**src/md_cfg.svh**
```systemverilog
/*
  Build-time sizes for the pair filter and force evaluator.
  FIFO depths must be powers of two. Both stage counts are fixed at 3 by the RTL.
  MD_R2_W must hold the sum of three squared MD_DIFF_W differences.
*/
`ifndef MD_CFG_SVH
`define MD_CFG_SVH

// Particle data widths
`define MD_COORD_W        10
`define MD_ID_W           21
`define MD_DIFF_W         11
`define MD_R2_W           22

// Table lookup and force widths
`define MD_BIN_W          8
`define MD_COEF_W         8
`define MD_FORCE_W        20

// Buffer depths
`define MD_IN_DEPTH       4
`define MD_FILT_DEPTH     16
`define MD_OUT_DEPTH      16

// Pipeline stage counts
`define MD_FILT_LATENCY   3
`define MD_FORCE_LATENCY  3

// Squared cutoff loaded by reset
`define MD_CUTOFF_RESET   22'h100000

`endif
```
**src/md_pair_pkg.sv**
```systemverilog
/*
  Types for a particle pair at the input port and inside the filter.
  Coordinates are unsigned. Differences are neighbor minus reference.
*/
`include "md_cfg.svh"

package md_pair_pkg;

	// Particle IDs of one pair
	typedef struct packed
	{
		logic [`MD_ID_W-1:0] ref_id;
		logic [`MD_ID_W-1:0] nbr_id;
	} pair_ids_t;

	// One particle position, unsigned per axis
	typedef struct packed
	{
		logic [`MD_COORD_W-1:0] x;
		logic [`MD_COORD_W-1:0] y;
		logic [`MD_COORD_W-1:0] z;
	} position_t;

	// Input port word and input FIFO word
	typedef struct packed
	{
		pair_ids_t ids;
		position_t ref_pos;
		position_t nbr_pos;
	} pair_in_t;

	// Signed per-axis differences
	// Range is +/- (2**MD_COORD_W - 1)
	typedef struct packed
	{
		logic signed [`MD_DIFF_W-1:0] dx;
		logic signed [`MD_DIFF_W-1:0] dy;
		logic signed [`MD_DIFF_W-1:0] dz;
	} diff_t;

endpackage

```
**src/md_force_pkg.sv**
```systemverilog
/*
  Types for kept pairs and force results.
  The r2 word is read raw for the cutoff and as bin plus fraction for the table.
*/
`include "md_cfg.svh"

package md_force_pkg;

	// Table view of r2, with the upper bits as the bin
	typedef struct packed
	{
		logic [`MD_BIN_W-1:0]          bin;
		logic [`MD_R2_W-`MD_BIN_W-1:0] frac;
	} r2_fields_t;

	// Same r2 word decoded two ways
	typedef union packed
	{
		logic [`MD_R2_W-1:0] raw;
		r2_fields_t          fields;
	} r2_word_u;

	// Filter buffer word and pipeline input
	typedef struct packed
	{
		md_pair_pkg::pair_ids_t ids;
		md_pair_pkg::diff_t     diff;
		r2_word_u               r2;
	} kept_pair_t;

	// Output FIFO word and output port
	typedef struct packed
	{
		md_pair_pkg::pair_ids_t        ids;
		logic signed [`MD_FORCE_W-1:0] fx;
		logic signed [`MD_FORCE_W-1:0] fy;
		logic signed [`MD_FORCE_W-1:0] fz;
	} force_out_t;

endpackage

```
**src/force_pipeline.sv**
```systemverilog
/*
  Three-stage force evaluation with no stalls.
  Coefficient per bin is (2**MD_BIN_W - 1) - bin. IDs ride with the data.
*/
`timescale 1ns/100ps
`include "md_cfg.svh"

module force_pipeline
(
	input  logic                     clk,
	input  logic                     rst,
	// One cycle after the filter buffer pop
	input  logic                     issue_valid,
	input  md_force_pkg::kept_pair_t kept,
	// To the output FIFO write port
	output logic                     force_valid,
	output md_force_pkg::force_out_t force_out
);

	localparam int LAT = `MD_FORCE_LATENCY;
	localparam int FORCE_W = `MD_FORCE_W;
	localparam int BIN_NUM = 1 << `MD_BIN_W;

	// Coefficient table, one entry per bin
	logic [`MD_COEF_W-1:0] coef_rom [0:BIN_NUM-1];

	// Valid bits shifted along the stages
	logic [LAT-1:0] vld;

	// Stage registers
	md_force_pkg::kept_pair_t   s1_pair;
	logic [`MD_COEF_W-1:0]      s1_coef;
	logic signed [FORCE_W-1:0]  coef_ext;
	md_pair_pkg::pair_ids_t     s2_ids;
	logic signed [FORCE_W-1:0]  s2_fx;
	logic signed [FORCE_W-1:0]  s2_fy;
	logic signed [FORCE_W-1:0]  s2_fz;

	////////////////////////////////////////////////////////////
	// Coefficient table
	////////////////////////////////////////////////////////////
	// Falls linearly with the bin
	always_comb
	begin
		for (int b = 0; b < BIN_NUM; b++)
			coef_rom[b] = `MD_COEF_W'(BIN_NUM - 1 - b);
	end

	// Coefficient is unsigned, widened before the signed multiply
	assign coef_ext = $signed(FORCE_W'(s1_coef));

	////////////////////////////////////////////////////////////
	// Pipeline stages
	////////////////////////////////////////////////////////////
	always_ff @(posedge clk)
	begin
		// Stage 1 table read by the bin view of r2
		s1_pair <= kept;
		s1_coef <= coef_rom[kept.r2.fields.bin];
		// Stage 2 products, differences sign extended first
		s2_ids <= s1_pair.ids;
		s2_fx <= FORCE_W'(s1_pair.diff.dx) * coef_ext;
		s2_fy <= FORCE_W'(s1_pair.diff.dy) * coef_ext;
		s2_fz <= FORCE_W'(s1_pair.diff.dz) * coef_ext;
		// Stage 3 result word
		force_out.ids <= s2_ids;
		force_out.fx <= s2_fx;
		force_out.fy <= s2_fy;
		force_out.fz <= s2_fz;
	end

	// Several pairs may be in flight
	always_ff @(posedge clk)
	begin
		if (rst)
			vld <= '0;
		else
			vld <= {vld[LAT-2:0], issue_valid};
	end

	assign force_valid = vld[LAT-1];

endmodule

```
**config.mk**
```make
export PLATFORM = sky130hd
export DESIGN_NAME = force_pipeline
export DESIGN_NICKNAME = d
export VERILOG_FILES = /design/src/md_pair_pkg.sv /design/src/md_force_pkg.sv /design/src/force_pipeline.sv
export VERILOG_INCLUDE_DIRS = /design/src
export SDC_FILE = /design/constraint.sdc
export NUM_CORES = 1
export LEC_CHECK = 0
export ABC_AREA = 1
export BUFFER_PORTS_ARGS = -buffer_cell sky130_fd_sc_hd__buf_4
export CORE_MARGIN = 5
export CORE_UTILIZATION = 54
export DETAILED_ROUTE_END_ITERATION = 10
export PLACE_DENSITY = 0.87
export SLEW_MARGIN = 20
export SYNTH_ARGS = -nofsm -noshare
export SYNTH_HDL_FRONTEND = slang
export SYNTH_SLANG_ARGS = --single-unit
```
**constraint.sdc**
```tcl
create_clock -name clk -period 3.9 [get_ports clk]
set_input_delay 0.585 -clock clk [delete_from_list [all_inputs] [get_ports clk]]
set_output_delay 0.585 -clock clk [all_outputs]
set_load 0.02 [all_outputs]
```
==> metrics.yaml, run 1 <==
run_status:
  status: "finished, violations left"
  failed_checks: "negative setup slack"
route:
  route.detailed.drc: 0
  post_drt_wl_per_cell_um: 15.68
  drt-initial-drc-count: 726
  drt-total-wl_um: 43280
  ant_nets: 0
  vias: 13688
  first_pass_iters: 5
  vias_per_cell: 4.959
setup_path:
  max_stage_delay_ns: 0.54
  arrival_ns: 4.52
  worstRegToRegCells: 18
  reg2reg_from: "s1_coef[2]"
  cp_slowest_cell: "fa_1"
  path_class: "flop to flop"
  reg2reg_slack_ns: -0.18
  cpMostUsedCell: "fa_1"
  cp-end-kind: "flop"
  critPathBufInv: 6
  cp_data_required_time_ns: 4.34
  reg2reg_to: "s2_fx[17]"
  cp_top_family: "adder cells"
  crit_chain: "buf_12 -> buf_4 -> nand2_1 -> fa_1 -> inv_1 -> fa_1 -> inv_2 -> fa_1 -> fa_1 -> inv_2 -> ha_4 -> nand2_4 -> inv_4 -> nand4_1 -> nand2_2 -> nand2_1 -> nand3_1 -> nand2_2"
  cp_max_fo: 8
  cp-start-kind: "flop"
sta:
  final_max_slew_viol_count: 0
  finalHoldViolations: 0
  layout_min_cycle_time_ns: 4.084
  layout_setup_ws_ns: -0.1836
  rsz0062_at_grt: "yes"
  period_share: 1.047
  clock.fmax_mhz: 244.9
  clock_skew_ns: 0.01280
  tightest_slew_ns: 0.3486
  setup_viol_count_final: 22
  slew_headroom: 0.7673
synthesis:
  synth_edf_count: 0
  async_flop_share: 0
  yosys.area.top_type: "dfxtp_1"
  synth_seq_cells: 290
  syn_nets: 2450
  synth_most_common_cell: "inv_1"
  synth_top_area_share: 0.3385
  avgSynthCellArea_um2: 8.515
  yosys_warnings: 0
  syn_inst: 2014
  synthDistinctLibCells: 21
  synthFlopType: "dfxtp_1"
  ys_seq_area_frac: 0.3385
  synthTopCellsByArea: "dfxtp_1 (34%), fa_1 (25%), inv_1 (13%)"
  ys_top_cells_by_count: "inv_1 (598), nand2_1 (558), dfxtp_1 (290)"
  syn_area_um2: 17150
place:
  gp_congestion: 0.8761
  port_buffers: 188
  dp_hpwl_um: 28560
  post-place-ws_ns: -0.2682
  place_inst: 2670
layout:
  multi_input_area_um2: 10110
  drive_gt1_frac: 0.3066
  regArea_um2: 5843
  fillers: 1986
  num_antenna_cells: 0
  finalNonFillerCells: 2760
  fin_util: 0.7218
  nets: 2773
  syn_to_final_growth_pct: 32.47
grt:
  grt_pass1_wl_um: 67240
  antenna_found_initial: 1
  grt_max_degree: 34
  grt_pass1_vias: 14552
  gr-total-overflow: 0
  track_usage: 0.2268
min_path:
  holdCritPathClass: "primary input to flop"
  worstHoldStart: "kept[36]"
  hold_depth: 1
  whs_endpoint: "s1_pair[36]"
floorplan:
  start_util: 0.5449
  io-pin-count: 203
  fp-row-count: 65
  die_w_um: 188.2
  fp.dieH_um: 188.2
  die-area_um2: 35420
  core-area_um2: 31470
run:
  cap_viol_max_count: 0
pwr:
  powerDensity_nw_per_um2: 835.1
  leakage_nw: 12.72
  ir_drop_v: 0.0006765
  design_power_total_mw: 18.97
cts:
  cts_buffers: 28
  path_clk_slew_ns: 0.07
  cts_tree: "yes"
  h-tree-depth: 1
  insertion_delay_ns: 0.55
  cts-root-buf: "clkbuf_16"
  cts.sinks: 290
  cts.path.max_buffers: 3
-- per-stage QoR --
step | TNS, ns | hold WS, ns | instance area [um^2]
floorplan | -0.0003064 | 0.3096 | 17270
global placement | -2.514 | 0.3096 | 19980
detailed placement | -4.798 | 0.3121 | 19980
CTS | -0.09084 | 0.1031 | 21820
global route | -4.587 | 0.1054 | 22720
finish | -1.330 | 0.1295 | 22720
-- what timing repair did --
action,CTS,global route
buffers inserted,11,22
gates cloned,5,1
pin swaps,43,146
setup endpoints to repair,35,37
gates resized for setup,132,249
hold buffers,0,0
-- layout make-up --
cell class                 count  share of cell area
clock buffer                  35             0.03470
clock inverter                16            0.007490
inverter                     600             0.09957
multi-input combinational   1059              0.4450
sequential                   290              0.2572
tap                          402             0.02214
timing repair buffer         358              0.1339
-- cell usage in the layout (no fill, tap or decap), types with 15 or more instances in the layout --
| cell type | Yosys | final |
|---|---|---|
| inv_2 | 2 | 53 |
| ha_1 | 120 | 77 |
| ha_4 | 0 | 38 |
| inv_1 | 598 | 543 |
| a21oi_2 | 0 | 17 |
| nor2_1 | 30 | 15 |
| nand2_2 | 2 | 84 |
| fa_2 | 0 | 25 |
| fa_1 | 216 | 191 |
| nand2_1 | 558 | 449 |
| buf_4 | 0 | 317 |
| nand3_1 | 50 | 39 |
| xor2_1 | 18 | 17 |
| nand2_4 | 0 | 26 |
| clkbuf_16 | 0 | 30 |
| buf_6 | 0 | 23 |
| dfxtp_1 | 290 | 272 |
-- sequential cells by signal, summed over array words and instances (netlist names) --
signal,flops
s1_pair,75
force_out,102
vld,3
s2_fx,20
s1_coef,8
s2_ids,42
s2_fz,20
s2_fy,20
-- how the worst max path moves through the flow --
stage	start	to	slack [ns]	depth (start not counted)
floorplan	s1_coef[2]	s2_fx[19]	-0.0003	20
global placement	s1_coef[0]	s2_fz[19]	-0.19	16
detailed placement	s1_coef[0]	s2_fz[14]	-0.27	19
CTS	s1_coef[3]	s2_fy[15]	-0.03	19
global route	s1_coef[3]	s2_fx[19]	-0.26	19
finish	s1_coef[2]	s2_fx[17]	-0.18	18
-- cell families (layout without fill, tap and decap cells) --
group           count (synthesis)  count (layout)  share of synthesized area
simple gates                  671             671                     0.1563
buf+inv                       665            1009                     0.1455
fa+ha+maj                     336             336                     0.3397
flops                         290             290                     0.3385
compound gates                 30              30                   0.008754
xor+xnor                       22              22                    0.01123
-- power by group --
part / internal, mW / total [mW] / switching, mW
clock network: 1.59 / 2.77 / 1.18
registers: 3.70 / 3.92 / 0.218
logic: 5.53 / 12.3 / 6.76
total: 10.8 / 19.0 / 8.16
-- routing by layer --
metal / track usage / vias to the layer above / routed length [um]
li1: - / 6319 / -
met1: 0.2534 / 6487 / 15590
met2: 0.4175 / 652 / 22380
met3: 0.05002 / 228 / 2916
met4: 0.09345 / 2 / 2390
met5: 0 / - / 7
Power figures use the tool's default switching activity.
==> run 2, diff against run 1 <==
--- a/config.mk
+++ b/config.mk
@@ -11,7 +11,8 @@
 export CORE_MARGIN = 5
 export CORE_UTILIZATION = 54
 export DETAILED_ROUTE_END_ITERATION = 10
-export PLACE_DENSITY = 0.87
+export PLACE_DENSITY = 0.89
+export SETUP_SLACK_MARGIN = 0.4
 export SLEW_MARGIN = 20
 export SYNTH_ARGS = -nofsm -noshare
 export SYNTH_HDL_FRONTEND = slang
==> metrics.yaml, run 2 (synthesis results as in run 1) <==
route:
  wl_met2_um: 21680  # -3.1%
  vias_per_cell: 4.987  # +0.56%
  vias: 13466  # -1.6%
  drt-total-wl_um: 41900  # -3.2%
  drt-initial-drc-count: 870  # +20%
  drt-met1-wl_um: 15130  # -2.9%
  ant_nets: 0  # unchanged
  wl_met3_um: 2886  # -1.0%
  highest_layer: "met4"
  route.detailed.drc: 0  # unchanged
  post_drt_wl_per_cell_um: 15.52  # -1.0%
  first_pass_iters: 6  # +1
sta:
  slew_headroom: 0.7244  # -0.04287
  period_share: 1.031  # -0.01573
  clock.fmax_mhz: 248.6  # +1.5%
  rsz0062_at_grt: "yes"
  setup_viol_count_final: 21  # -4.5%
  layout_min_cycle_time_ns: 4.022  # -0.06135 ns
  final_max_slew_viol_count: 0  # unchanged
  finalHoldViolations: 0  # unchanged
  layout_setup_ws_ns: -0.1222  # +0.06135 ns
  clock_skew_ns: 0.01985  # +0.007052 ns
  setup_tns_ns: -1.383  # -0.05269 ns
  tightest_slew_ns: 0.4128  # +0.06421 ns
layout:
  largest_reg_flops: 102  # unchanged
  largest_registers: "force_out x102, s1_pair x75, s2_ids x42"
  multi_input_area_um2: 10220  # +1.1%
  final_common_cell: "inv_1"
  syn_to_final_growth_pct: 30.87
  fin_util: 0.7131  # -0.008746
  nets: 2712  # -2.2%
  fillers: 2019  # +1.7%
  regMostFlops: "force_out"
  regArea_um2: 5843  # unchanged
  num_antenna_cells: 0  # unchanged
  final_cell_mix: "inv_1 (535), nand2_1 (438), dfxtp_1 (272)"
  design_area_um2: 22440  # -1.2%
  drive_gt1_frac: 0.2955  # -0.01114
floorplan:
  core-area_um2: 31470  # unchanged
  die_w_um: 188.2  # unchanged
  die-area_um2: 35420  # unchanged
  fp-row-count: 65  # unchanged
  start_util: 0.5449  # unchanged
  fp.dieH_um: 188.2  # unchanged
  io-pin-count: 203  # unchanged
cts:
  h-tree-depth: 1  # unchanged
  cts_buffers: 28  # unchanged
  postCtsHoldBufs: 0  # unchanged
  cts-root-buf: "clkbuf_16"
  insertion_delay_ns: 0.56  # about the same
  cts.path.max_buffers: 3  # unchanged
  cts_tree: "yes"
  cts.sinks: 290  # unchanged
  path_clk_slew_ns: 0.07  # about the same
setup_path:
  worstRegToRegCells: 18  # unchanged
  cp-end-kind: "flop"
  reg2reg_slack_ns: -0.12  # +0.06 ns
  reg2reg_from: "s1_coef[5]"
  crit_start: "s1_coef[5]"
  cp_max_fo: 8  # unchanged
  path_class: "flop to flop"
  cp_data_required_time_ns: 4.34  # about the same
  cp-start-kind: "flop"
  arrival_ns: 4.46  # -0.06 ns
pwr:
  powerDensity_nw_per_um2: 825.0  # -1.2%
  leakage_nw: 12.48  # -1.9%
  ir_drop_v: 0.0009115  # +35%
place:
  place_area_um2: 20150  # +0.87%
  gp_congestion: 0.8794  # +0.38%
  dp_hpwl_um: 29580  # +3.6%
  port_buffers: 188  # unchanged
  post-place-ws_ns: -0.2020  # +0.06620 ns
grt:
  track_usage: 0.2265  # -0.0003120
  grt_max_degree: 34  # unchanged
  grt_pass1_wl_um: 67140  # -0.14%
  gr-total-overflow: 0  # unchanged
  antenna_found_initial: 0  # -1
  grt_pass1_vias: 14751  # +1.4%
run_status:
  failed_checks: "negative setup slack"
  status: "finished, violations left"
min_path:
  worstHoldStart: "kept[69]"
  holdCritPathClass: "primary input to flop"
  hold_depth: 1  # unchanged
run:
  cap_viol_max_count: 0  # unchanged
==> run 2: power breakdown <==
| group | internal, mW | leakage, nW | switching [mW] | total [mW] |
|---|---|---|---|---|
| Clock | 1.74 | 0.492 | 1.15 | 2.89 |
| Sequential | 3.70 | 2.45 | 0.224 | 3.93 |
| Combinational | 5.05 | 9.54 | 6.65 | 11.7 |
==> run 2: path summary, 6_finish.rpt <==
check	endpoint
worst max-delay path	s2_fx[18]
worst min-delay path	s1_pair[69]
worst max register to register	s2_fx[18]
worst min register to register	s2_ids[6]
==> run 2: repair_timing <==
item / CTS / global route
gates resized for setup: 131 / 151
buffers inserted: 21 / 14
pin swaps: 66 / 58
gates cloned: 3 / 2
setup endpoints to repair: 41 / 42
==> run 2: critical path: stages, from the launching register on <==
cell	delay [ns]
dfxtp_4	0.41
buf_12	0.16
buf_6	0.11
nand2_1	0.06
fa_1	0.50
inv_2	0.04
fa_1	0.51
fa_1	0.50
inv_1	0.06
fa_1	0.52
inv_2	0.05
ha_4	0.29
nand2_2	0.07
nor2_1	0.13
nand2_1	0.11
nand3_4	0.13
nand3_2	0.11
nand3_2	0.08
nand2_1	0.05
==> run 2: layout make-up <==
type	count	share of cell area
multi-input cells	1059	0.4554
flip-flops and latches	290	0.2603
repair buffers	297	0.1156
inverters	600	0.1009
clock buffers	35	0.03417
well taps	402	0.02241
clock inverters	17	0.01115
==> run 2: metal layers <==
| layer | track usage | up-vias |
|---|---|---|
| met3 | 0.04335 | 197 |
| met4 | 0.1098 | 0 |
| li1 | - | 6206 |
| met5 | 0 | - |
| met1 | 0.2487 | 6422 |
| met2 | 0.4188 | 641 |
==> run 2: metrics by stage <==
stage,hold WS (ns),cells,total power [mW]
2_1_floorplan,0.3096,2014,10.69
3_3_place_gp,0.3098,2608,12.90
3_5_place_dp,0.3121,2608,13.44
4_1_cts,0.1042,2684,17.34
5_1_grt,0.1009,2700,19.89
6_report,0.1333,2700,18.52
==> run 3, diff against run 2 <==
==> constraint.sdc (replaced) <==
create_clock -name clk -period 3.9 [get_ports clk]
set_input_delay 0.78 -clock clk [delete_from_list [all_inputs] [get_ports clk]]
set_output_delay 0.78 -clock clk [all_outputs]
set_load 0.02 [all_outputs]
==> metrics.yaml, run 3 (synthesis results as in run 1) <==
setup_path:
  arrival_ns: 4.67  # +0.21 ns
  cp-end-kind: "flop"
  reg2reg_to: "s2_fz[12]"
  reg2reg_from: "s1_coef[2]"
  crit_start: "s1_coef[2]"
  worstRegToRegCells: 18  # unchanged
  path_class: "flop to flop"
  cp_data_required_time_ns: 4.35  # about the same
  reg2reg_slack_ns: -0.32  # -0.19 ns
  cp_max_fo: 8  # unchanged
  cp-start-kind: "flop"
layout:
  drive_gt1_frac: 0.3386  # +0.04311
  largest_reg_flops: 102  # unchanged
  final_common_cell: "inv_1"
  final_cell_mix: "inv_1 (519), nand2_1 (413), buf_4 (293)"
  num_antenna_cells: 0  # unchanged
  regMostFlops: "force_out"
  nets: 2767  # +2.0%
  largest_registers: "force_out x102, s1_pair x75, s2_ids x42"
  syn_to_final_growth_pct: 35.84
  fillers: 1852  # -8.3%
  finalNonFillerCells: 2753  # +2.0%
sta:
  layout_min_cycle_time_ns: 4.217  # +0.1949 ns
  slew_headroom: 0.6954  # -0.02899
  tightest_slew_ns: 0.4562  # +0.04343 ns
  clock.fmax_mhz: 237.1  # -4.6%
  setup_tns_ns: -4.966  # -3.583 ns
  period_share: 1.081  # +0.04998
  finalHoldViolations: 0  # unchanged
  setup_viol_count_final: 34  # +62%
  final_max_slew_viol_count: 0  # unchanged
  layout_setup_ws_ns: -0.3171  # -0.1949 ns
  clock_skew_ns: 0.02023  # +0.0003787 ns
  rsz0062_at_grt: "yes"
cts:
  cts.path.max_buffers: 3  # unchanged
  insertion_delay_ns: 0.56  # about the same
  cts_tree: "yes"
  postCtsHoldBufs: 0  # unchanged
  h-tree-depth: 1  # unchanged
  cts.sinks: 290  # unchanged
  cts-root-buf: "clkbuf_16"
  cts_buffers: 28  # unchanged
  path_clk_slew_ns: 0.07  # about the same
place:
  port_buffers: 188  # unchanged
  place_inst: 2615  # +0.27%
  dp_hpwl_um: 28850  # -2.5%
  gp_congestion: 0.8721  # -0.83%
route:
  post_drt_wl_per_cell_um: 16.80  # +8.2%
  route.detailed.drc: 0  # unchanged
  drt-initial-drc-count: 857  # -1.5%
  drt-total-wl_um: 46250  # +10%
  vias: 13962  # +3.7%
  first_pass_iters: 8  # +2
  vias_per_cell: 5.072  # +1.7%
  ant_nets: 0  # unchanged
pwr:
  seqPwrFrac: 0.201  # -0.011
  internal-power_mw: 10.94  # +4.2%
  clockPowerShare: 0.144  # -0.012
  design_power_total_mw: 19.59  # +5.8%
  pwr-share-comb: 0.655  # +0.023
  leakage_nw: 12.93  # +3.7%
  powerDensity_nw_per_um2: 840.9  # +1.9%
  ir_drop_v: 0.0007498  # -18%
  p_sw_mw: 8.654  # +7.8%
  p_sw_frac: 0.4418  # +0.008368
grt:
  grt_max_degree: 34  # unchanged
  antenna_found_initial: 0  # unchanged
  track_usage: 0.2314  # +0.004882
  grt_pass1_vias: 14980  # +1.6%
  gr-total-overflow: 0  # unchanged
  grt_pass1_wl_um: 68630  # +2.2%
run_status:
  failed_checks: "negative setup slack"
  status: "finished, violations left"
floorplan:
  fp-row-count: 65  # unchanged
  die-area_um2: 35420  # unchanged
  start_util: 0.5449  # unchanged
  io-pin-count: 203  # unchanged
  fp.dieH_um: 188.2  # unchanged
  core-area_um2: 31470  # unchanged
  die_w_um: 188.2  # unchanged
min_path:
  holdCritPathClass: "primary input to flop"
  whs_endpoint: "s1_pair[24]"
  worstHoldStart: "kept[24]"
  hold_depth: 1  # unchanged
run:
  cap_viol_max_count: 0  # unchanged
-- run 3: critical path: stages, from the launching register on --
cell and delay, ns:
dfxtp_4 0.37, buf_12 0.16, buf_8 0.11, buf_4 0.13
nand2_4 0.05, fa_1 0.48, inv_1 0.06, fa_1 0.52
inv_2 0.05, fa_2 0.45, fa_1 0.62, inv_2 0.07
ha_4 0.28, a21oi_4 0.18, nand2_4 0.11, nand2_2 0.09
nand2_2 0.08, buf_6 0.13, xor2_1 0.15
-- run 3: final cells by class --
| cell class | count | area [um^2] | share of cell area |
|---|---|---|---|
| Multi-Input combinational cell | 1059 | 10610 | 0.4556 |
| Sequential cell | 290 | 5844 | 0.2509 |
| Timing Repair Buffer | 352 | 3088 | 0.1326 |
| Inverter | 600 | 2262 | 0.09711 |
| Clock buffer | 36 | 770.7 | 0.03308 |
| Tap cell | 402 | 503.0 | 0.02159 |
| Clock inverter | 14 | 215.2 | 0.009238 |
-- run 3: worst max path at each step --
| stage | to | slack (ns) | depth (start not counted) |
|---|---|---|---|
| after CTS | s2_fx[19] | -0.04 | 15 |
| after detailed placement | s2_fz[19] | -0.14 | 16 |
| after global placement | s2_fx[19] | -0.06 | 17 |
| after global routing | s2_fz[14] | -0.38 | 20 |
| final | s2_fz[12] | -0.32 | 18 |
| after floorplan | s2_fz[19] | 0.1 | 17 |
-- run 3: metal layers --
layer  wire [um]  vias up  track usage
met5           0        -            0
li1            -     6294            -
met1       15930     6643       0.2528
met2       23740      740       0.4282
met3        3317      285      0.04465
met4        3260        0       0.1138
-- run 3: metrics by stage --
step / hold WS (ns) / utilization / area [um^2] / setup slack [ns]
floorplan: 0.3096 / - / 18000 / 0.09781
global placement: 0.3099 / 0.6407 / 20160 / -0.05908
detailed placement: 0.3121 / 0.6407 / 20160 / -0.1389
CTS: 0.2877 / 0.7034 / 22140 / -0.04401
global route: 0.2840 / 0.7402 / 23300 / -0.3826
finish: 0.3138 / 0.7402 / 23300 / -0.3171
-- run 3: power groups by stage --
stage | sequential [mW] | combinational [mW] | clock [mW]
after floorplan | 4.28 | 6.41 | 0
after global placement | 3.95 | 9.04 | 0
after detailed placement | 3.98 | 9.46 | 0
after CTS | 3.92 | 10.6 | 2.88
after global routing | 4.00 | 14.0 | 3.02
final | 3.93 | 12.8 | 2.82
-- run 3: timing repair --
item / 4_1_cts / 5_1_grt
hold endpoints to repair: 0 / 0
gates cloned: 2 / 3
endpoints found under the setup margin: 41 / 42
pin swaps: 83 / 173
buffers inserted: 41 / 42
gates resized for setup: 183 / 235
